[src/common/render_consts.svh]
/*
 * Widths and geometry of the rectangle fill renderer.
 * Included by the package, the RTL and the testbench.
 */
`ifndef RENDER_CONSTS_SVH
`define RENDER_CONSTS_SVH

// Signed primitive coordinates
`define RENDER_COORD_W 12
// Draw-area register coordinates
`define RENDER_AREA_W 10

// Pixel format, 15-bit color plus mask bit on top
`define RENDER_COLOR_W 15
`define RENDER_PIX_W 16

// VRAM block geometry
`define RENDER_BLOCK_PIX 16
// Nine bits of Y and X/16
`define RENDER_BLOCK_ADR_W 15
`define RENDER_BLOCK_W 256

`endif

[src/common/renderPkg.sv]
/*
 * Shared types of the rectangle fill renderer.
 * Modules refer to them by scoped names.
 */
`default_nettype none

`include "render_consts.svh"

package renderPkg;

	// ------------------------------------------------------------
	// Command side
	// ------------------------------------------------------------

	// Rectangle corners are inclusive
	typedef struct packed {
		logic signed [`RENDER_COORD_W-1:0] x0;
		logic signed [`RENDER_COORD_W-1:0] y0;
		logic signed [`RENDER_COORD_W-1:0] x1;
		logic signed [`RENDER_COORD_W-1:0] y1;
		logic        [`RENDER_COLOR_W-1:0] color;
		// Written as bit 15 of every pixel
		logic                              setMask;
	} rectCmd_t;

	typedef struct packed {
		logic [`RENDER_AREA_W-1:0] x0;
		logic [`RENDER_AREA_W-1:0] y0;
		logic [`RENDER_AREA_W-1:0] x1;
		logic [`RENDER_AREA_W-1:0] y1;
	} drawArea_t;

	// ------------------------------------------------------------
	// Scan and memory side
	// ------------------------------------------------------------

	// X is always even, the right pixel sits at X+1
	typedef struct packed {
		logic [`RENDER_AREA_W-1:0]      x;
		logic [`RENDER_AREA_W-1:0]      y;
		logic                           validL;
		logic                           validR;
		logic [`RENDER_BLOCK_ADR_W-1:0] blockAdr;
	} pixelPair_t;

	typedef struct packed {
		logic [`RENDER_BLOCK_ADR_W-1:0] adr;
		logic [`RENDER_BLOCK_W-1:0]     data;
		// One bit per pixel lane
		logic [`RENDER_BLOCK_PIX-1:0]   mask;
	} memReq_t;

endpackage

`default_nettype wire

[src/raster/blockGather.sv]
/*
 * Collects written pixels of one VRAM block into a 256-bit buffer.
 * A write to another block, or a flush, hands the finished block on.
 */
`timescale 1ns/1ps
`default_nettype none

`include "render_consts.svh"

module blockGather (
	input  wire                               i_clk,
	input  wire                               i_nrst,
	input  wire                               i_start,
	input  wire                               i_writeL,
	input  wire                               i_writeR,
	input  renderPkg::pixelPair_t             i_pair,
	input  wire [`RENDER_COLOR_W-1:0]         i_color,
	input  wire                               i_setMask,
	input  wire                               i_flush,
	output logic                              o_blockDone,
	output renderPkg::memReq_t                o_blockReq
);

	logic [`RENDER_COLOR_W-1:0]     color;
	logic                           setMask;
	logic [`RENDER_BLOCK_ADR_W-1:0] prevAdr;
	logic                           firstBlock;
	logic [`RENDER_BLOCK_W-1:0]     dataBuf, dataNext;
	logic [`RENDER_BLOCK_PIX-1:0]   maskBuf, maskNext;
	logic [3:0]                     laneL;
	logic                           anyWrite, newBlock, emit;

	// Left lane is even, right lane follows it
	assign laneL    = i_pair.x[3:0];
	assign anyWrite = i_writeL || i_writeR;
	assign newBlock = anyWrite && !firstBlock && (i_pair.blockAdr != prevAdr);
	assign emit     = newBlock || (i_flush && (|maskBuf));

	// Start from an empty buffer when the block changes
	always_comb begin
		dataNext = newBlock ? '0 : dataBuf;
		maskNext = newBlock ? '0 : maskBuf;
		if (i_flush) begin
			maskNext = '0;
		end
		if (i_writeL) begin
			dataNext[laneL*`RENDER_PIX_W +: `RENDER_PIX_W] = {setMask, color};
			maskNext[laneL] = 1'b1;
		end
		if (i_writeR) begin
			dataNext[(laneL+4'd1)*`RENDER_PIX_W +: `RENDER_PIX_W] = {setMask, color};
			maskNext[laneL+4'd1] = 1'b1;
		end
	end

	always_ff @(posedge i_clk) begin
		if (!i_nrst) begin
			firstBlock  <= 1'b1;
			maskBuf     <= '0;
			o_blockDone <= 1'b0;
		end else begin
			o_blockDone <= emit;
			maskBuf     <= i_start ? '0 : maskNext;
			if (i_start) begin
				firstBlock <= 1'b1;
			end else if (anyWrite) begin
				firstBlock <= 1'b0;
			end
		end
	end

	// Payload side
	always_ff @(posedge i_clk) begin
		dataBuf <= dataNext;
		if (i_start) begin
			color   <= i_color;
			setMask <= i_setMask;
		end
		if (anyWrite) begin
			prevAdr <= i_pair.blockAdr;
		end
		if (emit) begin
			o_blockReq.adr  <= prevAdr;
			o_blockReq.data <= dataBuf;
			o_blockReq.mask <= maskBuf;
		end
	end

endmodule

`default_nettype wire

[src/raster/rectScanner.sv]
/*
 * Clips the rectangle to the draw area and walks it two pixels at a time.
 * Load latches the command, advance steps one pair or wraps to the next row.
 */
`timescale 1ns/1ps
`default_nettype none

`include "render_consts.svh"

module rectScanner (
	input  wire                                  i_clk,
	input  wire                                  i_nrst,
	input  wire                                  i_load,
	input  wire                                  i_advance,
	input  renderPkg::rectCmd_t                  i_cmd,
	input  renderPkg::drawArea_t                 i_area,
	output renderPkg::pixelPair_t                o_pair,
	output logic [`RENDER_BLOCK_ADR_W-1:0]       o_nextBlockAdr,
	output logic                                 o_rowEnd,
	output logic                                 o_rectEnd,
	output logic                                 o_empty
);

	// Draw area widened to signed coordinates
	logic signed [`RENDER_COORD_W-1:0] areaX0, areaY0, areaX1, areaY1;
	logic signed [`RENDER_COORD_W-1:0] clipX0, clipY0, clipX1, clipY1;

	// Latched clip window and scan position
	logic signed [`RENDER_COORD_W-1:0] leftX, minX, maxX, maxY;
	logic signed [`RENDER_COORD_W-1:0] curX, curY;
	logic signed [`RENDER_COORD_W-1:0] rightX, stepX, nextX, nextY;
	logic                              emptyR;

	assign areaX0 = signed'({2'b00, i_area.x0});
	assign areaY0 = signed'({2'b00, i_area.y0});
	assign areaX1 = signed'({2'b00, i_area.x1});
	assign areaY1 = signed'({2'b00, i_area.y1});

	// Intersection of rectangle and draw area
	assign clipX0 = (i_cmd.x0 > areaX0) ? i_cmd.x0 : areaX0;
	assign clipY0 = (i_cmd.y0 > areaY0) ? i_cmd.y0 : areaY0;
	assign clipX1 = (i_cmd.x1 < areaX1) ? i_cmd.x1 : areaX1;
	assign clipY1 = (i_cmd.y1 < areaY1) ? i_cmd.y1 : areaY1;

	// ------------------------------------------------------------
	// Pair stepping
	// ------------------------------------------------------------
	assign rightX = curX + 12'sd1;
	assign stepX  = curX + 12'sd2;

	// Last pair of the row once the next pair starts past the right edge
	assign o_rowEnd  = (stepX > maxX);
	assign o_rectEnd = o_rowEnd && (curY >= maxY);

	assign nextX = o_rowEnd ? leftX : stepX;
	assign nextY = o_rowEnd ? (curY + 12'sd1) : curY;

	always_ff @(posedge i_clk) begin
		if (!i_nrst) begin
			emptyR <= 1'b1;
			curX   <= '0;
			curY   <= '0;
		end else if (i_load) begin
			emptyR <= (clipX1 < clipX0) || (clipY1 < clipY0);
			// Start on the even pixel at or left of the clipped edge
			curX   <= {clipX0[`RENDER_COORD_W-1:1], 1'b0};
			curY   <= clipY0;
		end else if (i_advance) begin
			curX <= nextX;
			curY <= nextY;
		end
	end

	// Window registers only matter while a rectangle is loaded
	always_ff @(posedge i_clk) begin
		if (i_load) begin
			leftX <= {clipX0[`RENDER_COORD_W-1:1], 1'b0};
			minX  <= clipX0;
			maxX  <= clipX1;
			maxY  <= clipY1;
		end
	end

	assign o_empty = emptyR;

	// ------------------------------------------------------------
	// Pair outputs
	// ------------------------------------------------------------
	assign o_pair.x        = curX[`RENDER_AREA_W-1:0];
	assign o_pair.y        = curY[`RENDER_AREA_W-1:0];
	assign o_pair.validL   = (curX >= minX) && (curX <= maxX);
	assign o_pair.validR   = (rightX >= minX) && (rightX <= maxX);
	assign o_pair.blockAdr = {curY[8:0], curX[9:4]};

	// Block the pair of the next cycle falls in, for the stencil lookahead
	assign o_nextBlockAdr = i_advance ? {nextY[8:0], nextX[9:4]} : o_pair.blockAdr;

endmodule

`default_nettype wire

[src/memWriteSequencer.sv]
/*
 * Holds one finished block as a memory write until the port accepts it.
 * Busy back-pressure from here pauses the scan.
 */
`timescale 1ns/1ps
`default_nettype none

module memWriteSequencer (
	input  wire                   i_clk,
	input  wire                   i_nrst,
	input  wire                   i_blockDone,
	input  renderPkg::memReq_t    i_blockReq,
	input  wire                   i_busy,
	output logic                  o_command,
	output logic                  o_write,
	output renderPkg::memReq_t    o_memReq,
	output logic                  o_seqBusy,
	output logic                  o_idle
);

	typedef enum logic {
		SEQ_IDLE  = 1'b0,
		SEQ_ISSUE = 1'b1
	} seqState_t;

	seqState_t currState, nextState;

	// ------------------------------------------------------------
	// State machine
	// ------------------------------------------------------------
	always_comb begin
		nextState = currState;
		case (currState)
			SEQ_IDLE: begin
				if (i_blockDone) begin
					nextState = SEQ_ISSUE;
				end
			end
			SEQ_ISSUE: begin
				// Accepted when the port is free
				if (!i_busy) begin
					nextState = SEQ_IDLE;
				end
			end
			default: nextState = SEQ_IDLE;
		endcase
	end

	always_ff @(posedge i_clk) begin
		if (!i_nrst) begin
			currState <= SEQ_IDLE;
		end else begin
			currState <= nextState;
		end
	end

	// Request is frozen while the command is out
	always_ff @(posedge i_clk) begin
		if ((currState == SEQ_IDLE) && i_blockDone) begin
			o_memReq <= i_blockReq;
		end
	end

	assign o_command = (currState == SEQ_ISSUE);
	// Only writes leave this unit
	assign o_write   = o_command;

	// A block arriving now also counts, so nothing can overrun it
	assign o_seqBusy = (currState == SEQ_ISSUE) || i_blockDone;
	assign o_idle    = (currState == SEQ_IDLE) && !i_blockDone;

endmodule

`default_nettype wire

[src/rectRenderTop.sv]
/*
 * Rectangle fill renderer top level.
 * Connects scanner, stencil reader, gather unit, write sequencer and FSM.
 */
`timescale 1ns/1ps
`default_nettype none

`include "render_consts.svh"

module rectRenderTop (
	input  wire                                  i_clk,
	input  wire                                  i_nrst,
	input  wire                                  i_start,
	input  renderPkg::rectCmd_t                  i_cmd,
	input  renderPkg::drawArea_t                 i_area,
	input  wire                                  i_checkMask,
	output logic                                 o_active,
	// Stencil side
	output logic                                 o_stencilReadSig,
	output logic [`RENDER_BLOCK_ADR_W-1:0]       o_stencilReadAdr,
	input  wire [`RENDER_BLOCK_PIX-1:0]          i_stencilReadValue,
	// Memory side
	output logic                                 o_command,
	output logic                                 o_write,
	output renderPkg::memReq_t                   o_memReq,
	input  wire                                  i_busy
);

	renderPkg::pixelPair_t          pair;
	renderPkg::memReq_t             blockReq;
	logic [`RENDER_BLOCK_ADR_W-1:0] nextBlockAdr;
	logic load, advance, readReq, writeL, writeR, flush;
	logic rowEnd, rectEnd, empty;
	logic maskL, maskR;
	logic blockDone, seqBusy, seqIdle;

	rectScanner i_rectScanner (
		.i_clk          (i_clk),
		.i_nrst         (i_nrst),
		.i_load         (load),
		.i_advance      (advance),
		.i_cmd          (i_cmd),
		.i_area         (i_area),
		.o_pair         (pair),
		.o_nextBlockAdr (nextBlockAdr),
		.o_rowEnd       (rowEnd),
		.o_rectEnd      (rectEnd),
		.o_empty        (empty)
	);

	stencilMaskReader i_stencilMaskReader (
		.i_clk              (i_clk),
		.i_nrst             (i_nrst),
		.i_readReq          (readReq),
		.i_nextBlockAdr     (nextBlockAdr),
		.i_pixX             (pair.x),
		.i_stencilReadValue (i_stencilReadValue),
		.o_stencilReadSig   (o_stencilReadSig),
		.o_stencilReadAdr   (o_stencilReadAdr),
		.o_maskL            (maskL),
		.o_maskR            (maskR)
	);

	// Color and mask bit are latched on the start strobe
	blockGather i_blockGather (
		.i_clk       (i_clk),
		.i_nrst      (i_nrst),
		.i_start     (load),
		.i_writeL    (writeL),
		.i_writeR    (writeR),
		.i_pair      (pair),
		.i_color     (i_cmd.color),
		.i_setMask   (i_cmd.setMask),
		.i_flush     (flush),
		.o_blockDone (blockDone),
		.o_blockReq  (blockReq)
	);

	memWriteSequencer i_memWriteSequencer (
		.i_clk       (i_clk),
		.i_nrst      (i_nrst),
		.i_blockDone (blockDone),
		.i_blockReq  (blockReq),
		.i_busy      (i_busy),
		.o_command   (o_command),
		.o_write     (o_write),
		.o_memReq    (o_memReq),
		.o_seqBusy   (seqBusy),
		.o_idle      (seqIdle)
	);

	renderControl i_renderControl (
		.i_clk        (i_clk),
		.i_nrst       (i_nrst),
		.i_start      (i_start),
		.i_empty      (empty),
		.i_rowEnd     (rowEnd),
		.i_rectEnd    (rectEnd),
		.i_pairValidL (pair.validL),
		.i_pairValidR (pair.validR),
		.i_maskL      (maskL),
		.i_maskR      (maskR),
		.i_checkMask  (i_checkMask),
		.i_seqBusy    (seqBusy),
		.i_seqIdle    (seqIdle),
		.o_load       (load),
		.o_advance    (advance),
		.o_readReq    (readReq),
		.o_writeL     (writeL),
		.o_writeR     (writeR),
		.o_flush      (flush),
		.o_active     (o_active)
	);

endmodule

`default_nettype wire

[src/renderControl.sv]
/*
 * Render FSM: accepts a start, scans the rectangle pair by pair,
 * then flushes the last block and waits for the memory side to drain.
 */
`timescale 1ns/1ps
`default_nettype none

module renderControl (
	input  wire   i_clk,
	input  wire   i_nrst,
	input  wire   i_start,
	input  wire   i_empty,
	input  wire   i_rowEnd,
	input  wire   i_rectEnd,
	input  wire   i_pairValidL,
	input  wire   i_pairValidR,
	input  wire   i_maskL,
	input  wire   i_maskR,
	input  wire   i_checkMask,
	input  wire   i_seqBusy,
	input  wire   i_seqIdle,
	output logic  o_load,
	output logic  o_advance,
	output logic  o_readReq,
	output logic  o_writeL,
	output logic  o_writeR,
	output logic  o_flush,
	output logic  o_active
);

	typedef enum logic [2:0] {
		RENDER_WAIT    = 3'd0,
		RECT_START     = 3'd1,
		RECT_SCAN_LINE = 3'd2,
		FLUSH_SEND     = 3'd3,
		FLUSH_COMPLETE = 3'd4
	} renderState_t;

	renderState_t currState, nextState;
	logic         checkMask;
	logic         keepL, keepR;

	// Mask check flag sampled with the command
	always_ff @(posedge i_clk) begin
		if (!i_nrst) begin
			checkMask <= 1'b0;
		end else if (o_load) begin
			checkMask <= i_checkMask;
		end
	end

	// Masked pixels are kept out when checking is on
	assign keepL = i_pairValidL && !(checkMask && i_maskL);
	assign keepR = i_pairValidR && !(checkMask && i_maskR);

	// ------------------------------------------------------------
	// Next state and strobes
	// ------------------------------------------------------------
	always_comb begin
		nextState = currState;
		o_load    = 1'b0;
		o_advance = 1'b0;
		o_readReq = 1'b0;
		o_writeL  = 1'b0;
		o_writeR  = 1'b0;
		o_flush   = 1'b0;
		case (currState)
			RENDER_WAIT: begin
				o_load = i_start;
				if (i_start) begin
					nextState = RECT_START;
				end
			end
			RECT_START: begin
				if (i_empty) begin
					// Nothing to draw, just pass through the drain check
					nextState = FLUSH_COMPLETE;
				end else begin
					// Stencil of the first pair
					o_readReq = 1'b1;
					nextState = RECT_SCAN_LINE;
				end
			end
			RECT_SCAN_LINE: begin
				// No lookahead read past the last pair
				o_readReq = !(i_rectEnd && !i_seqBusy);
				if (!i_seqBusy) begin
					o_writeL  = keepL;
					o_writeR  = keepR;
					o_advance = 1'b1;
					if (i_rectEnd) begin
						nextState = FLUSH_SEND;
					end
				end
			end
			FLUSH_SEND: begin
				if (!i_seqBusy) begin
					o_flush   = 1'b1;
					nextState = FLUSH_COMPLETE;
				end
			end
			FLUSH_COMPLETE: begin
				if (i_seqIdle) begin
					nextState = RENDER_WAIT;
				end
			end
			default: nextState = RENDER_WAIT;
		endcase
	end

	always_ff @(posedge i_clk) begin
		if (!i_nrst) begin
			currState <= RENDER_WAIT;
		end else begin
			currState <= nextState;
		end
	end

	assign o_active = (currState != RENDER_WAIT);

endmodule

`default_nettype wire

[src/stencilMaskReader.sv]
/*
 * Reads the stencil word of each new block and selects the pair's mask bits.
 * The word is used on the cycle it returns and kept for the rest of the block.
 */
`timescale 1ns/1ps
`default_nettype none

`include "render_consts.svh"

module stencilMaskReader (
	input  wire                                  i_clk,
	input  wire                                  i_nrst,
	input  wire                                  i_readReq,
	input  wire [`RENDER_BLOCK_ADR_W-1:0]        i_nextBlockAdr,
	input  wire [`RENDER_AREA_W-1:0]             i_pixX,
	input  wire [`RENDER_BLOCK_PIX-1:0]          i_stencilReadValue,
	output logic                                 o_stencilReadSig,
	output logic [`RENDER_BLOCK_ADR_W-1:0]       o_stencilReadAdr,
	output logic                                 o_maskL,
	output logic                                 o_maskR
);

	logic [`RENDER_BLOCK_ADR_W-1:0] curAdr;
	logic                           curValid;
	logic                           readPending;
	logic [`RENDER_BLOCK_PIX-1:0]   stencilStore, stencilMux;
	logic [3:0]                     lane;

	// Only a block change costs a read
	assign o_stencilReadSig = i_readReq && (!curValid || (i_nextBlockAdr != curAdr));
	assign o_stencilReadAdr = i_nextBlockAdr;

	always_ff @(posedge i_clk) begin
		if (!i_nrst) begin
			curValid    <= 1'b0;
			readPending <= 1'b0;
		end else begin
			readPending <= o_stencilReadSig;
			if (o_stencilReadSig) begin
				curValid <= 1'b1;
			end else if (!i_readReq) begin
				// Outside a scan the held word is stale
				curValid <= 1'b0;
			end
		end
	end

	always_ff @(posedge i_clk) begin
		if (o_stencilReadSig) begin
			curAdr <= i_nextBlockAdr;
		end
		if (readPending) begin
			stencilStore <= i_stencilReadValue;
		end
	end

	// Fresh data bypasses the store
	assign stencilMux = readPending ? i_stencilReadValue : stencilStore;
	assign lane       = {i_pixX[3:1], 1'b0};
	assign o_maskL    = stencilMux[lane];
	assign o_maskR    = stencilMux[lane+4'd1];

endmodule

`default_nettype wire

[config.mk]
export PLATFORM = sky130hd
export DESIGN_NAME = rectRenderTop
export DESIGN_NICKNAME = d
export VERILOG_FILES = /design/src/common/renderPkg.sv /design/src/raster/blockGather.sv /design/src/raster/rectScanner.sv /design/src/memWriteSequencer.sv /design/src/rectRenderTop.sv /design/src/renderControl.sv /design/src/stencilMaskReader.sv
export VERILOG_INCLUDE_DIRS = /design/src /design/src/common
export SDC_FILE = /design/constraint.sdc
export NUM_CORES = 1
export LEC_CHECK = 0
export BUFFER_PORTS_ARGS = -buffer_cell sky130_fd_sc_hd__buf_2
export CAP_MARGIN = 25
export CORE_AREA = 3 3 367 369
export DETAILED_ROUTE_END_ITERATION = 12
export DIE_AREA = 0 0 370 372
export MAX_ROUTING_LAYER = met4
export PLACE_DENSITY = 0.56
export SYNTH_ARGS = -nofsm -noshare
export SYNTH_HDL_FRONTEND = slang
export SYNTH_SLANG_ARGS = --single-unit
[constraint.sdc]
create_clock -name i_clk -period 13 [get_ports i_clk]
set_clock_uncertainty 0.15 [all_clocks]
set_input_delay 0 -clock i_clk [delete_from_list [all_inputs] [get_ports i_clk]]
set_output_delay 0 -clock i_clk [all_outputs]
set_load 0.05 [all_outputs]
==> results by group, run 1 <==
Worst setup path
  – Family with the most delay on the worst path: simple AND/OR/NAND/NOR gates
  – Worst EP required: 12.85 ns
  – Critical path peak fanout: 20
  – Worst Path Arrival: approximately 7.0 ns
  – Critical path startpoint category: flop
  – Setup CP Type: reg2out
  – Slowest cell delay on critical path: around 0.85 ns
  – Worst-path cell chain: ha_1, and3_1, and3_1, nand3_1, xnor2_1, ha_1, nand4_1, or4_1, nand3_1, nor2_1, or2_2, a2111oi_0, a2111o_1, nor4_1, nor2_1, buf_4, buf_2
  – Buffers & Inverters on Critical Path: 2
  – Slowest cell on crit path: dfxtp_1
  – Crit path capture type: primary output

Synthesis
  – Dominant cell by count in the synthesized netlist: edfxtp_1
  – Synthesized cell area: approximately 40000 sq um
  – Synth warn: 0
  – Post-synth cell types: a little under 90
  – Yosys reg bits: between 900 and 1000
  – Post-synth EDFFs: ~660
  – Register area share after synthesis: about two thirds
  – Synth top area share: 49.9%
  – Syn Inst Count: just over 3000
  – Largest area contributor in the netlist: edfxtp_1
  – Top post-synthesis cells by count: edfxtp_1 (656), dfxtp_1 (322), a21oi_1 (300), nand2_1 (230), nor2_1 (195)
  – Syn Area/Cell: 12.8 sq um
  – Top cells by area, synth: edfxtp_1 (50%), dfxtp_1 (16%), ha_1 (4.6%), a21oi_1 (3.8%), nand2_1 (2.2%)
  – Synth Flop Type: edfxtp_1
  – Async SR Flop Fraction: 0%

Place
  – GPL Wtd Cong: 0.900
  – Dpl hpwl: slightly below 90000 um
  – I/O Buffers: 430

Routing
  – WL per Instance: between 20 and 25 um
  – Final wirelength: approximately 120000 um
  – DR pass1 iterations: 5
  – Met3 wire len: ~9000 um
  – DRT iter0 DRCs: between 2000 and 3000
  – Vias: ~28000
  – Met1 WL: 55200 um
  – Avg Vias per Cell: between 5 and 6
  – DR top layer: met4
  – WL met2: roughly 57000 um
  – DRT antenna net count: 0
  – Remaining DRCs: 0

Timing
  – Fin crit period: between 7 and 8 ns
  – Setup Viol. Count Final: 0
  – Slew headroom: 27.0%
  – Final Cycle Share: 54.6%
  – RSZ-0062 raised after global routing: no
  – Slew Limit Fails: 0
  – Worst Max-Slew Pin Slew: around 1.1 ns
  – Fmax: 141 MHz
  – Endpoints failing hold: 0
  – Post-route setup TNS: 0 ns

Clock network
  – Clock-pin slew on the worst setup and hold paths: 0.06 ns
  – CTS tree: done
  – Clock tree buffer depth: 3
  – CTS root buf: clkbuf_16
  – Clk_lat worst skew: just over 0.7 ns
  – Clk sink count: roughly 1000
  – TritonCTS buffer count: 101
  – Number of setup buffers added after CTS: 0
  – Htree depth: 3

Finish
  – Fill cell count: ~13000
  – Nets: approximately 3900
  – Area growth syn-to-layout: 23.5%
  – Layout cells sized above 1: approximately 20%

Floorplan
  – Starting Density: 30.1%
  – Core box area: around 130000 sq um
  – Ports: ~430
  – # rows: 133
  – Die area: roughly 140000 sq um
  – DIE HEIGHT: roughly 370 um
  – Die W: 370 um

GRT
  – First-pass GRT wire length: about 180000 um
  – Largest net degree at the start of global routing: approximately 160
  – Grt ovf: 0
  – Antenna violations before repair: 10
  – Tot GR Track Use: roughly 18%
  – Number of global-route vias before repair: between 20000 and 30000

Flow run
  – Max_cap viols: 0

Min path
  – Type of the most critical hold path: in2reg

Run status
  – Status: finished, final reports clean

Power and ir drop
  – PwrDens: roughly 140 nW/um^2
  – LEAKAGE: 18.0 nW
  – Design Power: between 6 and 7 mW
  – Max VDD drop: 0.0911 mV
[kinds of logic (layout without fill, tap and decap cells)]
| logic type | Yosys count | in the layout | synth area share (%) |
|---|---|---|---|
| multiplexers | 62 | 62 | 1.89 |
| other | 2 | 11 | 0.0190 |
| AND/OR/NAND/NOR | 749 | 749 | 9.27 |
| AO/OA/AOI/OAI | 783 | 783 | 13.6 |
| XOR/XNOR | 59 | 59 | 1.31 |
| buffers and inverters | 297 | 962 | 3.16 |
| adder cells (fa/ha/maj) | 146 | 146 | 4.62 |
| flip-flops | 978 | 978 | 66.2 |
[where the power goes]
group / internal [mW] / total (mW) / switching (mW)
sequential: 3.40 / 3.48 / 0.0845
clock: 1.64 / 2.88 / 1.25
combinational: 0.256 / 0.619 / 0.363
total: 5.29 / 6.99 / 1.70
[layout by cell type (no fill, tap or decap), drive strengths merged, types with 17 or more instances in the layout]
master	instances
nand3	55
ha	146
o22ai	21
a21o	28
a22o	17
nor3	40
xor2	27
clkbuf	127
dlygate4sd3	172
nand2	231
a22oi	20
a221oi	103
nand4	32
clkinv	50
a31oi	29
o21ai	47
and3	27
a211oi	129
inv	109
edfxtp	656
buf	491
nor2b	67
a21oi	301
mux2i	17
dfxtp	322
xnor2	32
nor3b	21
nor2	195
mux2	39
[worst min-delay path, cell delays in order]
cell and delay (ns):
buf_2 0.10, mux2_2 0.18, o211ai_1 0.11, a21oi_1 0.34, a21oi_1 0.12
[worst paths after layout]
check	slack [ns]	start	to	depth (start not counted)
hold reg to reg	0.26	i_blockGather.o_blockReq[44]	i_memWriteSequencer.o_memReq[44]	0
setup reg to reg	6.12	i_rectScanner.curX[1]	i_blockGather.o_blockReq[59]	13
setup / recovery	5.90	i_rectScanner.curX[1]	o_stencilReadSig	17
hold / removal	0.04	i_area[10]	i_rectScanner.o_empty	5
[metal layers]
layer	global-route usage [%]	up-vias
li1	-	12811
met1	24.2	13508
met2	27.6	1067
met3	3.75	169
met4	5.03	0
met5	-	-
[through the flow]
| stage | cell area (sq um) | util, % | setup WS [ns] | hold WS (ns) | instances |
|---|---|---|---|---|---|
| after CTS | 48700 | 37.0 | 5.95 | 0.00696 | 5493 |
| after global placement | 43500 | 33.1 | 6.34 | 0.0289 | 5122 |
| after floorplan | 39500 | - | 2.45 | -0.0511 | 3077 |
| after detailed placement | 43700 | 33.2 | 6.14 | 0.0287 | 5131 |
| after global routing | 48800 | 37.1 | 5.53 | 0.0424 | 5502 |
| final | 48800 | 37.1 | 5.90 | 0.0399 | 5505 |
[layout make-up]
class	count	area (sq um)	share of cell area [%]
Antenna cell	8	20.0	0.0410
Clock buffer	126	2720	5.58
Clock inverter	64	588	1.20
Timing Repair Buffer	664	4480	9.17
Sequential cell	978	26200	53.6
Multi-Input combinational cell	1802	12200	25.1
Tap cell	1755	2200	4.50
Inverter	108	407	0.833
[state kept, by name, indices dropped and copies added, names as in the netlist, 3 cells and up]
name                              flops
i_rectScanner.maxX                   12
i_blockGather.color                  15
i_blockGather.prevAdr                15
i_stencilMaskReader.curAdr           15
i_rectScanner.minX                   12
i_stencilMaskReader.stencilStore     16
i_renderControl.currState             3
i_blockGather.dataBuf               256
i_blockGather.o_blockReq            287
i_rectScanner.curY                   12
i_rectScanner.curX                   12
i_rectScanner.maxY                   12
i_blockGather.maskBuf                16
i_memWriteSequencer.o_memReq        287
[repair_timing]
| item | 4_1_cts | 5_1_grt |
|---|---|---|
| hold endpoints to repair | 106 | 0 |
| gates resized for setup | 0 | 0 |
| hold buffers | 172 | 0 |
No activity file was read; power rests on OpenSTA's default activity.
==> run 2: changes to the inputs <==
--- a/config.mk
+++ b/config.mk
@@ -12,7 +12,7 @@
 export DETAILED_ROUTE_END_ITERATION = 12
 export DIE_AREA = 0 0 370 372
 export MAX_ROUTING_LAYER = met4
-export PLACE_DENSITY = 0.56
+export PLACE_DENSITY = 0.54
 export SYNTH_ARGS = -nofsm -noshare
 export SYNTH_HDL_FRONTEND = slang
 export SYNTH_SLANG_ARGS = --single-unit
==> constraint.sdc (replaced) <==
create_clock -name i_clk -period 6.67 [get_ports i_clk]
set_clock_uncertainty 0.15 [all_clocks]
set_input_delay 0 -clock i_clk [delete_from_list [all_inputs] [get_ports i_clk]]
set_output_delay 0 -clock i_clk [all_outputs]
set_load 0.05 [all_outputs]
==> results by group, run 2 (synthesized netlist as in run 1, its figures left out) <==
Floorplan
  – Ports: approximately 430
  – Die area: ~140000 sq um
  – DIE HEIGHT: 372 um
  – Core box area: 131000 sq um
  – Die W: 370 um
  – # rows: 133
  – Starting Density: about 30%

Flow run
  – Max_cap viols: 0

Worst setup path
  – Worst-path cell chain: nand4_1, nor2_1, xor2_1, ha_1, nand4_1, or4_1, nand3_1, or3_1, a21oi_1, mux2_2, a2111o_1, nor4_1, nor2_1, buf_4, buf_2
  – Worst EP required: approximately 6.5 ns
  – Worst Path Arrival: between 5 and 6 ns
  – Setup CP Type: reg2out
  – Slowest cell delay on critical path: between 0.7 and 0.8 ns
  – Critical path startpoint category: flop
  – Buffers & Inverters on Critical Path: 2
  – Family with the most delay on the worst path: simple AND/OR/NAND/NOR gates
  – Slowest cell on crit path: dfxtp_1
  – Reg2reg path depth: 14
  – Critical path peak fanout: 16
  – Crit path capture type: primary output
  – Path length in cells of the critical path: 15

Routing
  – WL per Instance: about 22 um
  – Final wirelength: roughly 120000 um
  – DRT antenna net count: 0
  – DR pass1 iterations: 6
  – Avg Vias per Cell: roughly 5.0
  – Vias: approximately 28000
  – Remaining DRCs: 0
  – DRT iter0 DRCs: between 2000 and 2500

Clock network
  – CTS tree: done
  – CTS root buf: clkbuf_16
  – Post-CTS Resized: 0
  – Clk sink count: 978
  – Clock-pin slew on the worst setup and hold paths: approximately 0.060 ns
  – TritonCTS buffer count: roughly 100
  – Clk_lat worst skew: roughly 0.72 ns
  – Htree depth: 3
  – Number of setup buffers added after CTS: 0
  – Clock tree buffer depth: 3
  – Hold_buf cts: about 180

Min path
  – Type of the most critical hold path: in2reg
  – Hold Path Stages: 3

Finish
  – Final core occ: 37.4%
  – Commonest non-fill, non-tap cell in the layout: edfxtp_1
  – Fill cell count: around 13000
  – Top Registers: i_blockGather.o_blockReq (287), i_memWriteSequencer.o_memReq (287), i_blockGather.dataBuf (256)
  – Most frequent cells in the layout: edfxtp_1 (656), buf_2 (430), dfxtp_1 (320)
  – Layout cells sized above 1: 20.9%
  – Area growth syn-to-layout: 24.4%
  – Nets: 3958

Timing
  – Fin crit period: between 5 and 6 ns
  – Endpoints failing hold: 0
  – RSZ-0062 raised after global routing: no
  – Slew headroom: 30.1%
  – Worst Max-Slew Pin Slew: 1.05 ns
  – Slew Limit Fails: 0
  – Post-route setup TNS: 0 ns
  – Final Cycle Share: 89.6%
  – Setup Viol. Count Final: 0
  – Fmax: between 150 and 200 MHz

Power and ir drop
  – Psw: between 3 and 4 mW
  – Internal: 10.5 mW
  – Switching Share: 24.1%
  – Clock group share of total power: a little over two fifths
  – PwrDens: around 280 nW/um^2
  – Max VDD drop: around 0.18 mV
  – LEAKAGE: 18.2 nW
  – Comb pwr share: under 10%
  – Sequential share of power: 48.9%

GRT
  – First-pass GRT wire length: roughly 180000 um
  – Largest net degree at the start of global routing: between 100 and 150
  – Number of global-route vias before repair: roughly 27000
  – Grt ovf: 0
  – Antenna violations before repair: 11
  – Tot GR Track Use: a little under a fifth

Place
  – Dpl hpwl: 88100 um
  – I/O Buffers: 430
  – GPL Wtd Cong: between 0.8 and 0.9

Run status
  – Status: finished, final reports clean
-- run 2: cell count changes in the layout (fill, tap and decap cells not counted), moves of 2 or more --
| cell | before | now |
|---|---|---|
| buf_12 | 3 | 6 |
| buf_16 | 2 | 0 |
| buf_4 | 47 | 71 |
| buf_6 | 4 | 2 |
| buf_8 | 5 | 0 |
| clkbuf_16 | 103 | 108 |
| clkbuf_8 | 7 | 11 |
| clkinv_1 | 20 | 13 |
| clkinv_8 | 4 | 0 |
| clkinvlp_4 | 6 | 8 |
| dlygate4sd3_1 | 172 | 184 |
| inv_6 | 4 | 7 |
-- run 2: final timing paths --
kind,from,slack (ns),end
setup / recovery,i_rectScanner.curX[7],0.69,o_stencilReadSig
hold / removal,i_cmd[24],0.08,i_rectScanner.maxY[8]
setup reg to reg,i_rectScanner.curX[7],1.38,i_stencilMaskReader.curAdr[3]
hold reg to reg,i_blockGather.o_blockReq[187],0.23,i_memWriteSequencer.o_memReq[187]
-- run 2: power by group through the flow --
stage	clock [mW]	combinational, mW	sequential, mW
2_1_floorplan	0	0.741	6.81
3_3_place_gp	0	1.11	6.90
3_5_place_dp	0	1.11	6.90
4_1_cts	6.01	1.22	6.77
5_1_grt	6.26	1.35	6.79
6_report	5.85	1.23	6.77
-- run 2: metal layers --
metal  global-route usage [%]  part of all wire [%]  routed length [um]
met1                     24.5                    45               56100
met2                     27.6                    45               56200
met3                     3.89                   7.4                9200
met4                     5.28                   2.4                3030
met5                        -                     0                   0
-- run 2: worst reg2reg max path, stage by stage (launching register included) --
cell and delay (ns):
dfxtp_1 0.75, nand4_1 0.41, nor2_1 0.39, xor2_1 0.24, ha_1 0.27, nand4_1 0.15
or4_1 0.21, nand3_1 0.26, or3_1 0.49, a21oi_1 0.38, mux2_2 0.38, a2111o_1 0.34
nor4_1 0.33, nor2_1 0.08, buf_4 0.22
-- run 2: metrics by stage --
step / setup slack, ns / area, sq um / power [mW] / hold WS, ns / std cells
final: 0.693 / 49200 / 13.8 / 0.0767 / 5539
after global routing: 0.259 / 49200 / 14.4 / 0.0307 / 5539
after CTS: 0.677 / 49200 / 14.0 / 0.00216 / 5531
after detailed placement: 1.46 / 43800 / 8.02 / 0.0284 / 5152
after global placement: 1.48 / 43800 / 8.01 / 0.0287 / 5148
after floorplan: 0.485 / 39500 / 7.55 / -0.0511 / 3077
-- run 2: cell type report --
type,count,area [sq um],area share (%)
diodes,8,20.0,0.0407
clock inverters,58,561,1.14
repair buffers,693,4670,9.50
well taps,1755,2200,4.47
flip-flops and latches,978,26100,53.2
multi-input cells,1802,12300,24.9
inverters,108,407,0.827
clock buffers,137,2920,5.94
==> run 3: changes to the inputs <==
--- a/config.mk
+++ b/config.mk
@@ -6,11 +6,12 @@
 export SDC_FILE = /design/constraint.sdc
 export NUM_CORES = 1
 export LEC_CHECK = 0
+export ABC_AREA = 1
 export BUFFER_PORTS_ARGS = -buffer_cell sky130_fd_sc_hd__buf_2
 export CAP_MARGIN = 25
-export CORE_AREA = 3 3 367 369
+export CORE_AREA = 3 3 374 376
 export DETAILED_ROUTE_END_ITERATION = 12
-export DIE_AREA = 0 0 370 372
+export DIE_AREA = 0 0 377 379
 export MAX_ROUTING_LAYER = met4
 export PLACE_DENSITY = 0.54
 export SYNTH_ARGS = -nofsm -noshare
==> constraint.sdc (replaced) <==
create_clock -name i_clk -period 6.2 [get_ports i_clk]
set_clock_uncertainty 0.15 [all_clocks]
set_input_delay 0 -clock i_clk [delete_from_list [all_inputs] [get_ports i_clk]]
set_output_delay 0 -clock i_clk [all_outputs]
set_load 0.05 [all_outputs]
==> results by group, run 3 <==
Worst setup path
  – Worst Path Arrival: roughly 5.4 ns
  – Worst EP required: between 6 and 7 ns
  – Setup CP Type: reg2out
  – R2r startpoint: i_rectScanner.curX[0]
  – Worst R2R End: i_blockGather.dataBuf[8]
  – R2R Setup Slk: roughly 1.2 ns
  – Crit path capture type: primary output
  – Most frequent CP cell: nand2_1
  – Reg2reg path depth: 16
  – Slowest cell on crit path: dfxtp_1
  – Critical path startpoint category: flop
  – Slowest cell delay on critical path: between 0.3 and 0.4 ns
  – Critical path peak fanout: 16

Floorplan
  – Die W: 377 um
  – Die area: 143000 sq um
  – DIE HEIGHT: roughly 380 um
  – Starting Density: about 30%
  – # rows: between 100 and 150
  – Ports: roughly 430
  – Core box area: 137000 sq um

Power and ir drop
  – Clock group share of total power: 42.7%
  – Sequential share of power: 48.0%
  – PwrDens: roughly 300 nW/um^2
  – Switching Share: 25.5%
  – LEAKAGE: 21.4 nW
  – Internal: ~11 mW
  – Psw: around 3.8 mW
  – Comb pwr share: under 10%
  – Max VDD drop: 0.212 mV

Timing
  – RSZ-0062 raised after global routing: no
  – Final Cycle Share: between 80% and 90%
  – Fmax: ~180 MHz
  – Worst Max-Slew Pin Slew: ~1.0 ns
  – Fin crit period: ~5.5 ns
  – Final hold slack: 0.0523 ns
  – Slew Limit Fails: 0
  – Final worst slack: ~0.65 ns
  – Endpoints failing hold: 0
  – Slew headroom: between 20% and 30%
  – Setup Viol. Count Final: 0
  – Post-route setup TNS: 0 ns

Run status
  – Status: finished, final reports clean

Finish
  – Area growth syn-to-layout: 22.8%
  – Top Registers: i_blockGather.o_blockReq (287), i_memWriteSequencer.o_memReq (287), i_blockGather.dataBuf (256)
  – Layout cells sized above 1: between 10% and 20%
  – Area taken by multi-input logic gates: roughly 12000 sq um
  – Most frequent cells in the layout: edfxtp_1 (656), nand2_1 (613), buf_2 (430)
  – Commonest non-fill, non-tap cell in the layout: edfxtp_1
  – Reg area: ~26000 sq um
  – Nets: 4748
  – Fill cell count: ~14000
  – Post-Layout Cell Count: around 6400

Clock network
  – CTS root buf: clkbuf_16
  – TritonCTS buffer count: around 110
  – Clock tree buffer depth: 3
  – CTS tree: done
  – Clk_lat worst skew: 0.74 ns
  – Clk sink count: a little under 1000
  – Number of setup buffers added after CTS: 0
  – Htree depth: 3
  – Clock-pin slew on the worst setup and hold paths: 0.06 ns

Synthesis
  – Synth warn: 0
  – Top cells by area, synth: edfxtp_1 (48%), dfxtp_1 (16%), nand2_1 (5.6%), nand3_1 (5.0%), ha_1 (4.5%)
  – Register area share after synthesis: between 60% and 70%
  – Post-synth cell types: 57
  – Synthesized cell area: 41000 sq um
  – Largest area contributor in the netlist: edfxtp_1
  – Syn Area/Cell: ~11 sq um
  – Yosys reg bits: roughly 1000
  – Top post-synthesis cells by count: edfxtp_1 (656), nand2_1 (615), inv_1 (417), nand3_1 (411), nor2_1 (330)
  – Async SR Flop Fraction: 0%
  – Post-synth EDFFs: 656
  – Dominant cell by count in the synthesized netlist: edfxtp_1
  – Synth Flop Type: edfxtp_1
  – Syn Inst Count: 3892
  – Synth top area share: about half

GRT
  – First-pass GRT wire length: between 150000 and 200000 um
  – Number of global-route vias before repair: a little under 30000
  – Antenna violations before repair: 9
  – Grt ovf: 0
  – Largest net degree at the start of global routing: about 150
  – Tot GR Track Use: around a fifth

Routing
  – Remaining DRCs: 0
  – DRT antenna net count: 0
  – Avg Vias per Cell: about 5
  – DRT iter0 DRCs: 2779
  – Final wirelength: approximately 130000 um
  – DR top layer: met4
  – Met1 WL: 58500 um
  – WL per Instance: roughly 21 um
  – WL met2: 62100 um
  – Met3 wire len: 10300 um
  – DR pass1 iterations: 6
  – Vias: between 30000 and 40000

Place
  – I/O Buffers: 430
  – Dpl cells: between 6000 and 7000
  – Dpl hpwl: ~96000 um
  – Post-place setup slack: between 1 and 1.5 ns
  – GPL Wtd Cong: roughly 0.91

Min path
  – Hold Path Stages: 4
  – Type of the most critical hold path: in2reg
  – HP Start: i_nrst
  – Worst Hold Path EP: i_rectScanner.curX[11]

Flow run
  – Max_cap viols: 0
run 3: cell types whose count changed in the layout (fill, tap and decap cells not counted), sizes merged, moves of 35 or more:
| cell | previous run | this run |
|---|---|---|
| a21oi | 301 | 249 |
| a211oi | 129 | 5 |
| nor2b | 67 | 0 |
| nor3 | 40 | 75 |
| a22oi | 20 | 105 |
| nor2 | 195 | 340 |
| a221oi | 103 | 3 |
| mux2 | 39 | 0 |
| nand2 | 231 | 630 |
| inv | 113 | 446 |
| nand3 | 55 | 413 |
| o21ai | 47 | 152 |
run 3: timing repair:
| action | in CTS | in global routing |
|---|---|---|
| endpoints found under the setup margin | 0 | 1 |
| resized for setup | 0 | 5 |
| hold buffers | 161 | 0 |
| hold endpoints to repair | 131 | 0 |
run 3: per-layer routing:
metal / vias to the layer above / global-route usage, %
met5: - / -
met4: 0 / 5.90
li1: 14633 / -
met3: 235 / 3.62
met2: 1319 / 29.6
met1: 14728 / 24.6
run 3: area by class of cell:
| cell class | instances | area share, % |
|---|---|---|
| Antenna cell | 3 | 0.0149 |
| Clock buffer | 143 | 5.89 |
| Clock inverter | 59 | 1.25 |
| Inverter | 446 | 3.36 |
| Multi-Input combinational cell | 2306 | 24.7 |
| Sequential cell | 978 | 51.9 |
| Tap cell | 1794 | 4.46 |
| Timing Repair Buffer | 638 | 8.41 |
run 3: logic make-up after synthesis:
group | Yosys count | synth area share (%)
XOR/XNOR | 36 | 0.769
other | 2 | 0.0183
adder cells (fa/ha/maj) | 146 | 4.45
flip-flops | 978 | 63.8
AND/OR/NAND/NOR | 1515 | 16.3
AO/OA/AOI/OAI | 606 | 8.59
buffers and inverters | 609 | 6.11
run 3: worst max-delay path: cells and delay by family, from the launching register on:
family	cells	cell delay (ns)
adders and majority gates	2	0.50
xor gates and xnor gates	1	0.24
buffers and inverters	7	1.19
DFF	1	0.36
and+or+nand+nor	20	2.36
run 3: metrics by stage:
stage | instance area, sq um | power (mW) | utilization, %
3_3_place_gp | 45100 | 8.59 | 32.9
3_5_place_dp | 45100 | 8.61 | 32.9
5_1_grt | 50300 | 15.6 | 36.7
4_1_cts | 50300 | 15.1 | 36.7
6_report | 50400 | 15.0 | 36.7
2_1_floorplan | 41000 | 8.11 | -
run 3: worst max-delay path by stage:
stage               slack, ns  cells past startpoint                   from                     endpoint
finish                   0.65                     30  i_rectScanner.curX[2]             o_stencilReadSig
global route             0.03                     29  i_rectScanner.curX[2]             o_stencilReadSig
CTS                      0.23                     30  i_rectScanner.curX[2]             o_stencilReadSig
detailed placement       1.03                     30  i_rectScanner.curX[2]             o_stencilReadSig
global placement         1.18                     26  i_rectScanner.curX[2]             o_stencilReadSig
floorplan                0.69                     20  i_rectScanner.curX[0]  i_blockGather.o_blockReq[0]
run 3: power groups by stage:
stage | Combinational (mW) | Sequential [mW] | Clock (mW)
after global placement | 1.27 | 7.33 | 0
after detailed placement | 1.28 | 7.33 | 0
after CTS | 1.39 | 7.19 | 6.56
after global routing | 1.55 | 7.20 | 6.83
after floorplan | 0.838 | 7.28 | 0
final | 1.41 | 7.19 | 6.40
